`config.mk`:
```
export PLATFORM = sky130hd
export DESIGN_NAME = keypad_lock
export DESIGN_NICKNAME = d
export VERILOG_FILES = /design/src/rtl/lock_pkg.sv /design/src/rtl/key_decoder.sv /design/src/rtl/code_entry.sv /design/src/rtl/code_checker.sv /design/src/rtl/buzzer_driver.sv /design/src/rtl/keypad_lock.sv
export VERILOG_INCLUDE_DIRS = /design/src /design/src/rtl
export SDC_FILE = /design/constraint.sdc
export NUM_CORES = 1
export LEC_CHECK = 0
export ABC_AREA = 0
export BUFFER_PORTS_ARGS = -buffer_cell sky130_fd_sc_hd__clkbuf_2
export CORE_MARGIN = 1
export CORE_UTILIZATION = 52
export DETAILED_ROUTE_END_ITERATION = 6
export GPL_TIMING_DRIVEN = 0
export HOLD_SLACK_MARGIN = 0.02
export PLACE_DENSITY = 0.75
export SYNTH_ARGS = -nofsm -noshare
export SYNTH_HDL_FRONTEND = slang
export SYNTH_SLANG_ARGS = --single-unit
export TNS_END_PERCENT = 50
```
`constraint.sdc`:
```
create_clock -name clk -period 2 [get_ports clk]
set_input_delay 0.2 -clock clk [delete_from_list [all_inputs] [get_ports clk]]
set_output_delay 0.2 -clock clk [all_outputs]
set_load 0.1 [all_outputs]
```
`src/rtl/lock_params.svh`:
```
`ifndef LOCK_PARAMS_SVH
`define LOCK_PARAMS_SVH

// stored combination, three bcd nibbles
`define LOCK_CODE 12'h246

// wrong attempts before the lock blocks
`define MAX_TRIES 3'd6

// display words
`define DISP_BLANK   12'hfff    // dark display
`define DISP_OPEN    12'hbcc    // shows "ASS"
`define DISP_BLOCKED 12'h000    // blocked indication

// buzzer timing in clock cycles
// kept short for simulation; hardware wants about 1 s and a kHz tone
`define BEEP_CYCLES 64
`define TONE_HALF   4

`endif

```
`src/rtl/lock_pkg.sv`:
```
package lock_pkg;

    typedef logic [15:0] keys_t;    // one-hot keypad word
    typedef logic [3:0]  digit_t;   // bcd digit
    typedef logic [11:0] code_t;    // three digits, newest in low nibble
    typedef logic [2:0]  tries_t;   // wrong attempt count

    typedef enum logic [1:0] {
        KEY_DIGIT,
        KEY_ENTER,
        KEY_CLEAR,
        KEY_RESET
    } key_kind_t;

    // decoder to entry link
    typedef struct packed {
        logic      valid;
        key_kind_t kind;
        digit_t    digit;   // only meaningful for KEY_DIGIT
    } key_event_t;

    // entry to checker link
    typedef struct packed {
        logic  submit;
        logic  clear;
        logic  reset_tries;
        code_t code;        // buffer at submit time
    } entry_req_t;

    typedef enum logic [1:0] {
        ST_LOCKED,
        ST_OPEN,
        ST_BLOCKED
    } lock_state_t;

endpackage

```
`src/rtl/key_decoder.sv`:
```
`timescale 1ns/1ps

module key_decoder import lock_pkg::*; (
    input  logic       clk,
    input  logic       rst,
    input  keys_t      keys,
    output key_event_t key_event
);

    keys_t     prev_keys;   // word seen on the last edge
    logic      hit;         // keys is a single mapped key
    key_kind_t kind;
    digit_t    digit;

    // keypad map, matches the board wiring
    always_comb begin
        hit   = 1'b1;
        kind  = KEY_DIGIT;
        digit = 4'd0;
        case (keys)
            16'h0008: digit = 4'd0;
            16'h0080: digit = 4'd1;
            16'h0040: digit = 4'd2;
            16'h0020: digit = 4'd3;
            16'h0800: digit = 4'd4;
            16'h0400: digit = 4'd5;
            16'h0200: digit = 4'd6;
            16'h8000: digit = 4'd7;
            16'h4000: digit = 4'd8;
            16'h2000: digit = 4'd9;
            16'h0001: kind  = KEY_ENTER;
            16'h1000: kind  = KEY_CLEAR;
            16'h0100: kind  = KEY_RESET;
            default:  hit   = 1'b0;     // zero, multi-hot or unused bit
        endcase
    end

    always_ff @(posedge clk) begin
        if (rst) begin
            prev_keys <= '0;
            key_event <= '0;
        end else begin
            prev_keys       <= keys;
            key_event.valid <= hit && (keys != prev_keys);  // held key gives one event
            key_event.kind  <= kind;
            key_event.digit <= digit;
        end
    end

    // back-to-back events need a new key word on each of the two edges
    assert property (@(posedge clk) disable iff (rst)
        key_event.valid && $past(key_event.valid) |->
            ($past(keys, 1) != $past(keys, 2)) && ($past(keys, 2) != $past(keys, 3)))
        else $error("key event repeated without a key change");

endmodule

```
`src/rtl/code_entry.sv`:
```
`timescale 1ns/1ps

`include "lock_params.svh"

module code_entry import lock_pkg::*; (
    input  logic       clk,
    input  logic       rst,
    input  key_event_t key_event,
    output entry_req_t req,
    output code_t      entry_code
);

    logic [2:0] digit_cnt;  // digits held in the buffer

    always_ff @(posedge clk) begin
        if (rst) begin
            entry_code <= `DISP_BLANK;
            digit_cnt  <= '0;
            req        <= '0;
        end else begin
            req.submit      <= 1'b0;
            req.clear       <= 1'b0;
            req.reset_tries <= 1'b0;
            req.code        <= entry_code;
            if (key_event.valid) begin
                case (key_event.kind)
                    KEY_DIGIT: begin
                        if (digit_cnt < 3'd3) begin
                            entry_code <= {entry_code[7:0], key_event.digit};
                            digit_cnt  <= digit_cnt + 3'd1;
                        end     // fourth digit dropped
                    end
                    KEY_ENTER: begin
                        if (digit_cnt == 3'd3) begin
                            req.submit <= 1'b1;
                            entry_code <= `DISP_BLANK;
                            digit_cnt  <= '0;
                        end
                    end
                    KEY_CLEAR: begin
                        req.clear  <= 1'b1;
                        entry_code <= `DISP_BLANK;
                        digit_cnt  <= '0;
                    end
                    KEY_RESET: begin
                        req.clear       <= 1'b1;    // reset also empties the entry
                        req.reset_tries <= 1'b1;
                        entry_code      <= `DISP_BLANK;
                        digit_cnt       <= '0;
                    end
                endcase
            end
        end
    end

    // buffer holds at most three digits
    assert property (@(posedge clk) disable iff (rst)
        digit_cnt <= 3'd3)
        else $error("digit count above three");

    // submitted code always has three real digits
    assert property (@(posedge clk) disable iff (rst)
        req.submit |-> (req.code[11:8] <= 4'd9) && (req.code[7:4] <= 4'd9)
                       && (req.code[3:0] <= 4'd9))
        else $error("submit with incomplete code");

endmodule

```
`src/rtl/code_checker.sv`:
```
`timescale 1ns/1ps

`include "lock_params.svh"

module code_checker import lock_pkg::*; (
    input  logic       clk,
    input  logic       rst,
    input  entry_req_t req,
    input  code_t      entry_code,
    output code_t      display,
    output tries_t     tries,
    output logic       unlocked,
    output logic       beep
);

    lock_state_t state;
    lock_state_t state_next;
    tries_t      tries_next;
    logic        beep_next;

    always_comb begin
        state_next = state;
        tries_next = tries;
        beep_next  = 1'b0;
        case (state)
            ST_LOCKED: begin
                if (req.submit) begin
                    if (req.code == `LOCK_CODE) begin
                        state_next = ST_OPEN;
                    end else begin
                        tries_next = tries + 3'd1;
                        beep_next  = 1'b1;      // every wrong try beeps
                        if (tries_next == `MAX_TRIES) begin
                            state_next = ST_BLOCKED;
                        end
                    end
                end
            end
            ST_OPEN: begin
                if (req.clear) begin
                    state_next = ST_LOCKED;
                end
            end
            ST_BLOCKED: begin
                if (req.reset_tries) begin
                    state_next = ST_LOCKED;
                end
            end
            default: state_next = ST_LOCKED;
        endcase
        if (req.reset_tries) begin
            tries_next = '0;    // any state
        end
    end

    always_ff @(posedge clk) begin
        if (rst) begin
            state   <= ST_LOCKED;
            tries   <= '0;
            beep    <= 1'b0;
            display <= `DISP_BLANK;
        end else begin
            state <= state_next;
            tries <= tries_next;
            beep  <= beep_next;
            case (state_next)
                ST_OPEN:    display <= `DISP_OPEN;
                ST_BLOCKED: display <= `DISP_BLOCKED;
                default:    display <= entry_code;  // live entry while locked
            endcase
        end
    end

    assign unlocked = (state == ST_OPEN);

    assert property (@(posedge clk) disable iff (rst)
        tries <= `MAX_TRIES)
        else $error("tries above limit");

    // blocked only after the full count of wrong tries
    assert property (@(posedge clk) disable iff (rst)
        state == ST_BLOCKED |-> tries == `MAX_TRIES)
        else $error("blocked with tries %0d", tries);

endmodule

```
`src/rtl/buzzer_driver.sv`:
```
`timescale 1ns/1ps

module buzzer_driver #(
    parameter int beep_len    = 64,
    parameter int half_period = 4
) (
    input  logic clk,
    input  logic rst,
    input  logic beep,
    output logic buzzer
);

    localparam int LEN_W  = $clog2(beep_len);
    localparam int TONE_W = (half_period > 1) ? $clog2(half_period) : 1;

    logic              active;
    logic [LEN_W-1:0]  len_cnt;     // cycles left in the beep
    logic [TONE_W-1:0] tone_cnt;    // cycles left in this half period

    always_ff @(posedge clk) begin
        if (rst) begin
            active   <= 1'b0;
            buzzer   <= 1'b0;
            len_cnt  <= '0;
            tone_cnt <= '0;
        end else if (beep) begin
            active   <= 1'b1;       // start or restart
            buzzer   <= 1'b1;
            len_cnt  <= LEN_W'(beep_len - 1);
            tone_cnt <= TONE_W'(half_period - 1);
        end else if (active) begin
            if (len_cnt == '0) begin
                active <= 1'b0;
                buzzer <= 1'b0;     // beep over
            end else begin
                len_cnt <= len_cnt - 1'b1;
                if (tone_cnt == '0) begin
                    buzzer   <= ~buzzer;
                    tone_cnt <= TONE_W'(half_period - 1);
                end else begin
                    tone_cnt <= tone_cnt - 1'b1;
                end
            end
        end
    end

    assert property (@(posedge clk) disable iff (rst)
        !active |-> !buzzer)
        else $error("buzzer high while idle");

endmodule

```
`src/rtl/keypad_lock.sv`:
```
`timescale 1ns/1ps

`include "lock_params.svh"

module keypad_lock import lock_pkg::*; (
    input  logic   clk,
    input  logic   rst,
    input  keys_t  keys,
    output code_t  display,
    output tries_t tries,
    output logic   unlocked,
    output logic   buzzer
);

    key_event_t key_event;
    entry_req_t req;
    code_t      entry_code;
    logic       beep;

    key_decoder u_key_decoder (
        .clk       (clk),
        .rst       (rst),
        .keys      (keys),
        .key_event (key_event)
    );

    code_entry u_code_entry (
        .clk        (clk),
        .rst        (rst),
        .key_event  (key_event),
        .req        (req),
        .entry_code (entry_code)
    );

    code_checker u_code_checker (
        .clk        (clk),
        .rst        (rst),
        .req        (req),
        .entry_code (entry_code),
        .display    (display),
        .tries      (tries),
        .unlocked   (unlocked),
        .beep       (beep)
    );

    buzzer_driver #(
        .beep_len    (`BEEP_CYCLES),
        .half_period (`TONE_HALF)
    ) u_buzzer_driver (
        .clk    (clk),
        .rst    (rst),
        .beep   (beep),
        .buzzer (buzzer)
    );

endmodule

```
Yosys cells after proc, flatten, opt, wreduce, memory -nomap -nowiden
Cells that the tools add are included.
{"block": "totals", "reg_bits": 81, "latch_bits": 0, "mem_bits_rw": 0, "romBits": 0, "inputBits": 18, "output_inout_bits": 17, "word_cells": 107, "n_memories": 0}
{"block": "op_classes", "add_sub_neg": 4, "n_mul": 0, "div_mod_pow": 0, "n_lt_le_gt_ge": 1, "n_eq_ne": 27, "shift": 0, "muxes": 34, "n_bitwise": 6, "n_reduce_logical": 17}
{"cell": "one-hot mux 12 bit (3 select lines)", "count": 1}
{"cell": "one-hot mux 4 bit (9 select lines)", "count": 1}
{"cell": "two-way mux 12 bit", "count": 2}
{"cell": "one-hot mux 12 bit (2 select lines)", "count": 1}
{"cell": "two-way mux 2 bit", "count": 9}
{"cell": "two-way mux 6 bit", "count": 3}
{"cell": "equality test 16 x 1 -> 1 bit, second input constant", "count": 1}
{"cell": "equality test 16 x 10 -> 1 bit, second input constant", "count": 1}
{"cell": "equality test 16 x 11 -> 1 bit, second input constant", "count": 1}
{"cell": "equality test 16 x 12 -> 1 bit, second input constant", "count": 1}
{"cell": "equality test 16 x 13 -> 1 bit, second input constant", "count": 1}
{"cell": "equality test 16 x 14 -> 1 bit, second input constant", "count": 1}
{"cell": "equality test 16 x 15 -> 1 bit, second input constant", "count": 1}
{"cell": "equality test 16 bit, second input constant", "count": 1}
{"cell": "equality test 16 x 4 -> 1 bit, second input constant", "count": 1}
{"cell": "equality test 16 x 6 -> 1 bit, second input constant", "count": 1}
{"cell": "equality test 16 x 7 -> 1 bit, second input constant", "count": 1}
{"cell": "equality test 16 x 8 -> 1 bit, second input constant", "count": 1}
{"cell": "equality test 16 x 9 -> 1 bit, second input constant", "count": 1}
{"cell": "!= test 16 bit", "count": 1}
{"cell": "OR reduction 13 bit", "count": 1}
{"cell": "equality test 12 x 10 -> 1 bit, second input constant", "count": 1}
{"cell": "two-way mux 1 bit", "count": 12}
{"cell": "one-hot mux 2 bit (3 select lines)", "count": 2}
{"cell": "22 further kinds", "count": 42}

Longest topological paths before layout
{"block": "logic_depth", "word_depth": 8, "ltp_mapped": 8, "depth_no_buf": 8}

By module
A second synthesis with hierarchy kept.
{"block": "unflattened", "cells_unflattened": 357, "hier_area_um2": 3555.9}
{"module": "key_decoder", "n_inst": 1, "cells_each": 120, "area_per_inst_um2": 1162.4, "seq_area_each_um2": 460.4}
{"module": "code_entry", "n_inst": 1, "cells_each": 105, "area_per_inst_um2": 1108.6, "seq_area_each_um2": 600.6}
{"module": "code_checker", "n_inst": 1, "cells_each": 68, "area_per_inst_um2": 719.4, "seq_area_each_um2": 360.3}
{"module": "buzzer_driver", "n_inst": 1, "cells_each": 64, "area_per_inst_um2": 565.5, "seq_area_each_um2": 200.2}

Worst setup path after synthesis
Ideal clock, no wire load.
{"block": "synth_path", "path_kind": "register to register", "startpoint": "register u_code_checker.tries[0]", "endpoint": "register u_code_checker.display[11]", "setup_ns": 0.134, "arrival_time_ns": 2.369, "required_time_ns": 1.866, "path_slack_ns": -0.503, "path_stages_with_launch": 9, "path_buffers": 0, "synth_period_minus_slack_ns": 2.503, "path_cell_list": "dfxtp_1 ha_1 xor2_1 nand2_1 a2bb2oi_1 ha_1 inv_1 a21oi_1 nand2_1"}
{"block": "synth_via", "elab_chain_cells": 8, "word_cells_on_any_way": 9, "classes_between": "add/sub (1); eq/ne (3); mux (5)"}
{"item": "start: declaration", "line": "code_checker.sv:11", "text": "output tries_t tries,"}
{"item": "start signal: assignment", "line": "code_checker.sv:64", "text": "tries <= tries_next;"}
{"item": "adder 3 x 1 -> 3 bit (*)", "line": "code_checker.sv:31", "text": "tries_next = tries + 3'd1;"}
{"item": "equality test 3 bit (no source line) (*)"}
{"item": "two-way mux 2 bit (*)", "line": "code_checker.sv:33", "text": "if (tries_next == `MAX_TRIES) begin"}
{"item": "two-way mux 2 bit (*)", "line": "code_checker.sv:28", "text": "if (req.code == `LOCK_CODE) begin"}
{"item": "two-way mux 2 bit (*)", "line": "code_checker.sv:27", "text": "if (req.submit) begin"}
{"item": "one-hot mux 2 bit (3 select lines) (*)", "line": "code_checker.sv:25", "text": "case (state)"}
{"item": "equality test 2 bit / equality test 2 x 1 -> 1 bit (equally long branches)", "line": "code_checker.sv:66", "text": "case (state_next)"}
{"item": "one-hot mux 12 bit (2 select lines) (*)", "line": "code_checker.sv:66"}
{"item": "end signal: assignment", "line": "code_checker.sv:67", "text": "ST_OPEN: display <= `DISP_OPEN;"}
{"item": "end signal: assignment", "line": "code_checker.sv:68", "text": "ST_BLOCKED: display <= `DISP_BLOCKED;"}
{"item": "end signal: assignment", "line": "code_checker.sv:69", "text": "default: display <= entry_code;"}
{"item": "end: declaration", "line": "code_checker.sv:10", "text": "output code_t display,"}
Every way passes the cells marked *; elsewhere a longest branch is shown, timed or not.
A chain may end at the register's enable or synchronous reset.

Worst setup path after layout
{"block": "layout_path", "startpoint": "register, netlist name u_code_entry.req[5]", "endpoint": "register u_code_checker.display[0]"}
{"block": "layout_via", "elab_chain_cells": 6, "word_cells_on_any_way": 7, "classes_between": "eq/ne (3); mux (4)"}
{"item": "equality test 12 x 10 -> 1 bit (no source line) (*)"}
{"item": "two-way mux 2 bit (*)", "line": "code_checker.sv:28"}
{"item": "two-way mux 2 bit (*)", "line": "code_checker.sv:27"}
{"item": "one-hot mux 2 bit (3 select lines) (*)", "line": "code_checker.sv:25"}
{"item": "named net u_code_checker.state_next[0]", "line": "code_checker.sv:17", "text": "lock_state_t state_next;"}
{"item": "equality test 2 bit / equality test 2 x 1 -> 1 bit (equally long branches)", "line": "code_checker.sv:66"}
{"item": "one-hot mux 12 bit (2 select lines) (*)", "line": "code_checker.sv:66"}
The timed path passes the listed nets; every way through them passes the cells marked *.

==> flow_summary.yaml <==
clock_network:
  ctsHoldBuffers: 0
  htreeDepth: 3
  clock_path_buffers: 2
  cts_sinks: 81
  clk_latency_ps: 350
  clkTransAtPathRegs_ps: 80
  cts_buffers: 9
  cts_tree: "yes"
  clockRootBuffer: "clkbuf_8"
pwr:
  p_switching_uw: 718
  ir_drop_mv: 0.435
  pwr-share-comb_pct: 5.9
  seqPwrFrac_pct: 55.7
  leakagePower_uw: 0.00148
  switching_share_pct: 24.3
  internal-power_uw: 2240
  power.density_mw_per_mm2: 771
  clock_power_share_pct: 38.4
worst_hold_path:
  worstHoldPathType: "input port to register"
  holdPathStages: 2
timing:
  rsz0062_at_grt: "true"
  tns_ps: -149
  slew_headroom_pct: 59.8
  hold_viol_final: 0
  fin_crit_sh_pct: 103
  tightest_slew_ps: 598
  setup_violations: 7
  min_period_ps: 2050
  skew_ps: 4.94
  fmax_ghz: 0.487
  setup_slack_ps: -53.0
  drv_slew: 0
yosys:
  ys.warnings.count: 0
  yosysTopAreaCell: "dfxtp_1"
  synth_seq_cells: 81
  synth_area_per_cell_um2: 9.19
  syn_area_mm2: 0.00333
  synth_ff_type: "dfxtp_1"
  ys_top_cells_by_area: "dfxtp_1 49%, nor2b_1 5.5%, xnor2_1 5.0%"
  syn_nets: 388
  yosysMostFrequentCell: "dfxtp_1"
  synthCells: 362
  synth_top_area_share_pct: 48.8
  ys_types: 45
  synth_edf_count: 0
  yosysSeqAreaShare_pct: 48.8
  synthArstFlopShare_pct: 0
  synthTopCellsByCount: "81 x dfxtp_1, 33 x nor2_1, 29 x nor2b_1"
drt:
  via_count: 2551
  avgViaCountPerCell: 5.31
  drtIter0Drc: 119
  firstDrtPassIters: 4
  ant_nets: 0
  wirelength_um: 6370
  remaining_drc_errors: 0
  wl_per_cell_um: 13.3
global_routing:
  grtUsageTotal_pct: 21.0
  grt_pass1_vias: 2376
  grt_overflow: 0
  grt_pass1_wl_um: 10600
  grt_max_degree: 15
  antenna_found_initial: 0
final_layout:
  final_nets: 426
  layout-drive-gt1-share_pct: 17.3
  syn_to_final_growth_pct: 15.4
  diodes: 0
  fill_cells: 529
  final_util_pct: 63.3
placement:
  dp_hpwl_um: 4400
  finalWeightedCongestion: 0.772
  dp_slack_ps: -480
  port_buffers: 24
status:
  status: "finished with violations"
  violations: "negative setup slack"
floorplanning:
  core_mm2: 0.00606
  die_width_um: 82.0
  start_util_pct: 54.9
  core.rowCount: 28
  pin_count: 35
  dieArea_mm2: 0.00672
  fp.dieH_um: 82.0
worst_setup_path:
  cp_data_required_time_ps: 2250
  crit_type: "register to register"
  crit_fanout: 10
  reg2regPathDepth: 7
  start_kind: "register"
  worst_setup_path_end_kind: "register"
  cp_data_arrival_time_ps: 2300
flow_run:
  drv_cap: 0
-- routing by layer --
layer | GRT usage [%] | wire, um
met1 | 25.0 | 3030
met5 | 0 | 0
met3 | 4.33 | 179
met2 | 35.5 | 3040
met4 | 10.5 | 119
-- through the flow --
| stage | std cells | instance area, um^2 | hold slack [ps] | total power [uW] |
|---|---|---|---|---|
| 6_report | 480 | 3840 | 113 | 2960 |
| 5_1_grt | 480 | 3840 | 113 | 3070 |
| 4_1_cts | 479 | 3820 | 107 | 2980 |
| 3_5_place_dp | 461 | 3550 | 458 | 1860 |
| 3_3_place_gp | 461 | 3550 | 454 | 1850 |
| 2_1_floorplan | 362 | 3330 | 328 | 1810 |
-- flip-flops by register name (all words and copies together) (netlist names), 3 cells and up --
signal                   cells
u_key_decoder.prev_keys     16
u_code_entry.req            15
u_code_checker.display      12
u_code_entry.entry_code     12
u_key_decoder.key_event      7
u_buzzer_driver.len_cnt      6
u_code_checker.tries         3
u_code_entry.digit_cnt       3
-- cell usage in the layout (no fill, tap or decap), drive strengths merged --
| cell | netlist | final |
|---|---|---|
| dfxtp | 81 | 81 |
| clkbuf | 15 | 50 |
| nor2 | 33 | 33 |
| nor2b | 29 | 29 |
| nand2 | 23 | 23 |
| nor3 | 22 | 22 |
| xnor2 | 19 | 19 |
| a21oi | 16 | 16 |
| o21ai | 14 | 14 |
| xor2 | 13 | 13 |
| o21bai | 12 | 12 |
| nand3 | 12 | 12 |
| inv | 10 | 11 |
| buf | 8 | 11 |
| ha | 8 | 8 |
| nor4 | 7 | 7 |
| nand4 | 6 | 6 |
| a21o | 5 | 5 |
| and2 | 3 | 3 |
| clkinv | 1 | 3 |
| nor4b | 2 | 2 |
| nand2b | 2 | 2 |
| or3b | 2 | 2 |
| a31oi | 2 | 2 |
| nand3b | 2 | 2 |
| nor3b | 2 | 2 |
| clkinvlp | 0 | 2 |
| o31ai | 2 | 2 |
| nor4bb | 1 | 1 |
| a2bb2oi | 1 | 1 |
| a211oi | 1 | 1 |
| o31a | 1 | 1 |
| or2 | 1 | 1 |
| a311oi | 1 | 1 |
| or3 | 1 | 1 |
| mux2 | 1 | 1 |
| and4bb | 1 | 1 |
| o2111ai | 1 | 1 |
| and3 | 1 | 1 |
-- worst paths after layout --
path	startpoint	end	slack, ps
min reg2reg	u_code_entry.entry_code[9]	u_code_checker.display[9]	470
min	keys[5]	u_key_decoder.prev_keys[5]	110
max	u_code_entry.req[5]	u_code_checker.display[0]	-50
max reg2reg	u_code_entry.req[5]	u_code_checker.display[0]	-50
-- worst max-delay path: stages, from the launching register on --
cell and delay (ps):
dfxtp_2 320, nor4b_2 270, nand3_1 180, or3b_1 390
a21oi_2 210, ha_4 250, buf_6 140, a21o_1 190
-- power groups by stage --
stage          sequential [uW]  clock, uW  combinational (uW)
6_report                  1650       1140                 173
5_1_grt                   1650       1220                 190
4_1_cts                   1650       1150                 174
3_5_place_dp              1690          0                 171
3_3_place_gp              1690          0                 169
2_1_floorplan             1680          0                 124
-- layout make-up --
| cell class | count | area (um^2) | area share [%] |
|---|---|---|---|
| Inverter | 11 | 43.8 | 1.14 |
| Timing Repair Buffer | 27 | 143 | 3.72 |
| Clock buffer | 11 | 153 | 3.98 |
| Tap cell | 75 | 93.8 | 2.44 |
| Clock inverter | 5 | 37.5 | 0.978 |
| Buffer | 23 | 114 | 2.97 |
| Sequential cell | 81 | 1630 | 42.5 |
| Multi-Input combinational cell | 247 | 1620 | 42.2 |
-- kinds of logic (layout without fill, tap and decap cells) --
| group | count (synthesis) | after routing | synth area share (%) |
|---|---|---|---|
| flops | 81 | 81 | 48.8 |
| buf+inv | 34 | 77 | 4.33 |
| xor+xnor | 32 | 32 | 8.43 |
| compound gates | 56 | 56 | 10.6 |
| fa+ha+maj | 8 | 8 | 3.01 |
| simple gates | 150 | 150 | 24.5 |
| mux | 1 | 1 | 0.339 |
-- what timing repair did --
item / 4_1_cts / 5_1_grt
pin swaps: 9 / 2
endpoints found under the setup margin: 22 / 16
endpoints found under the hold margin: 0 / 0
buffers inserted: 2 / 1
gates resized for setup: 15 / 4
(Power assumes the default switching activity.)
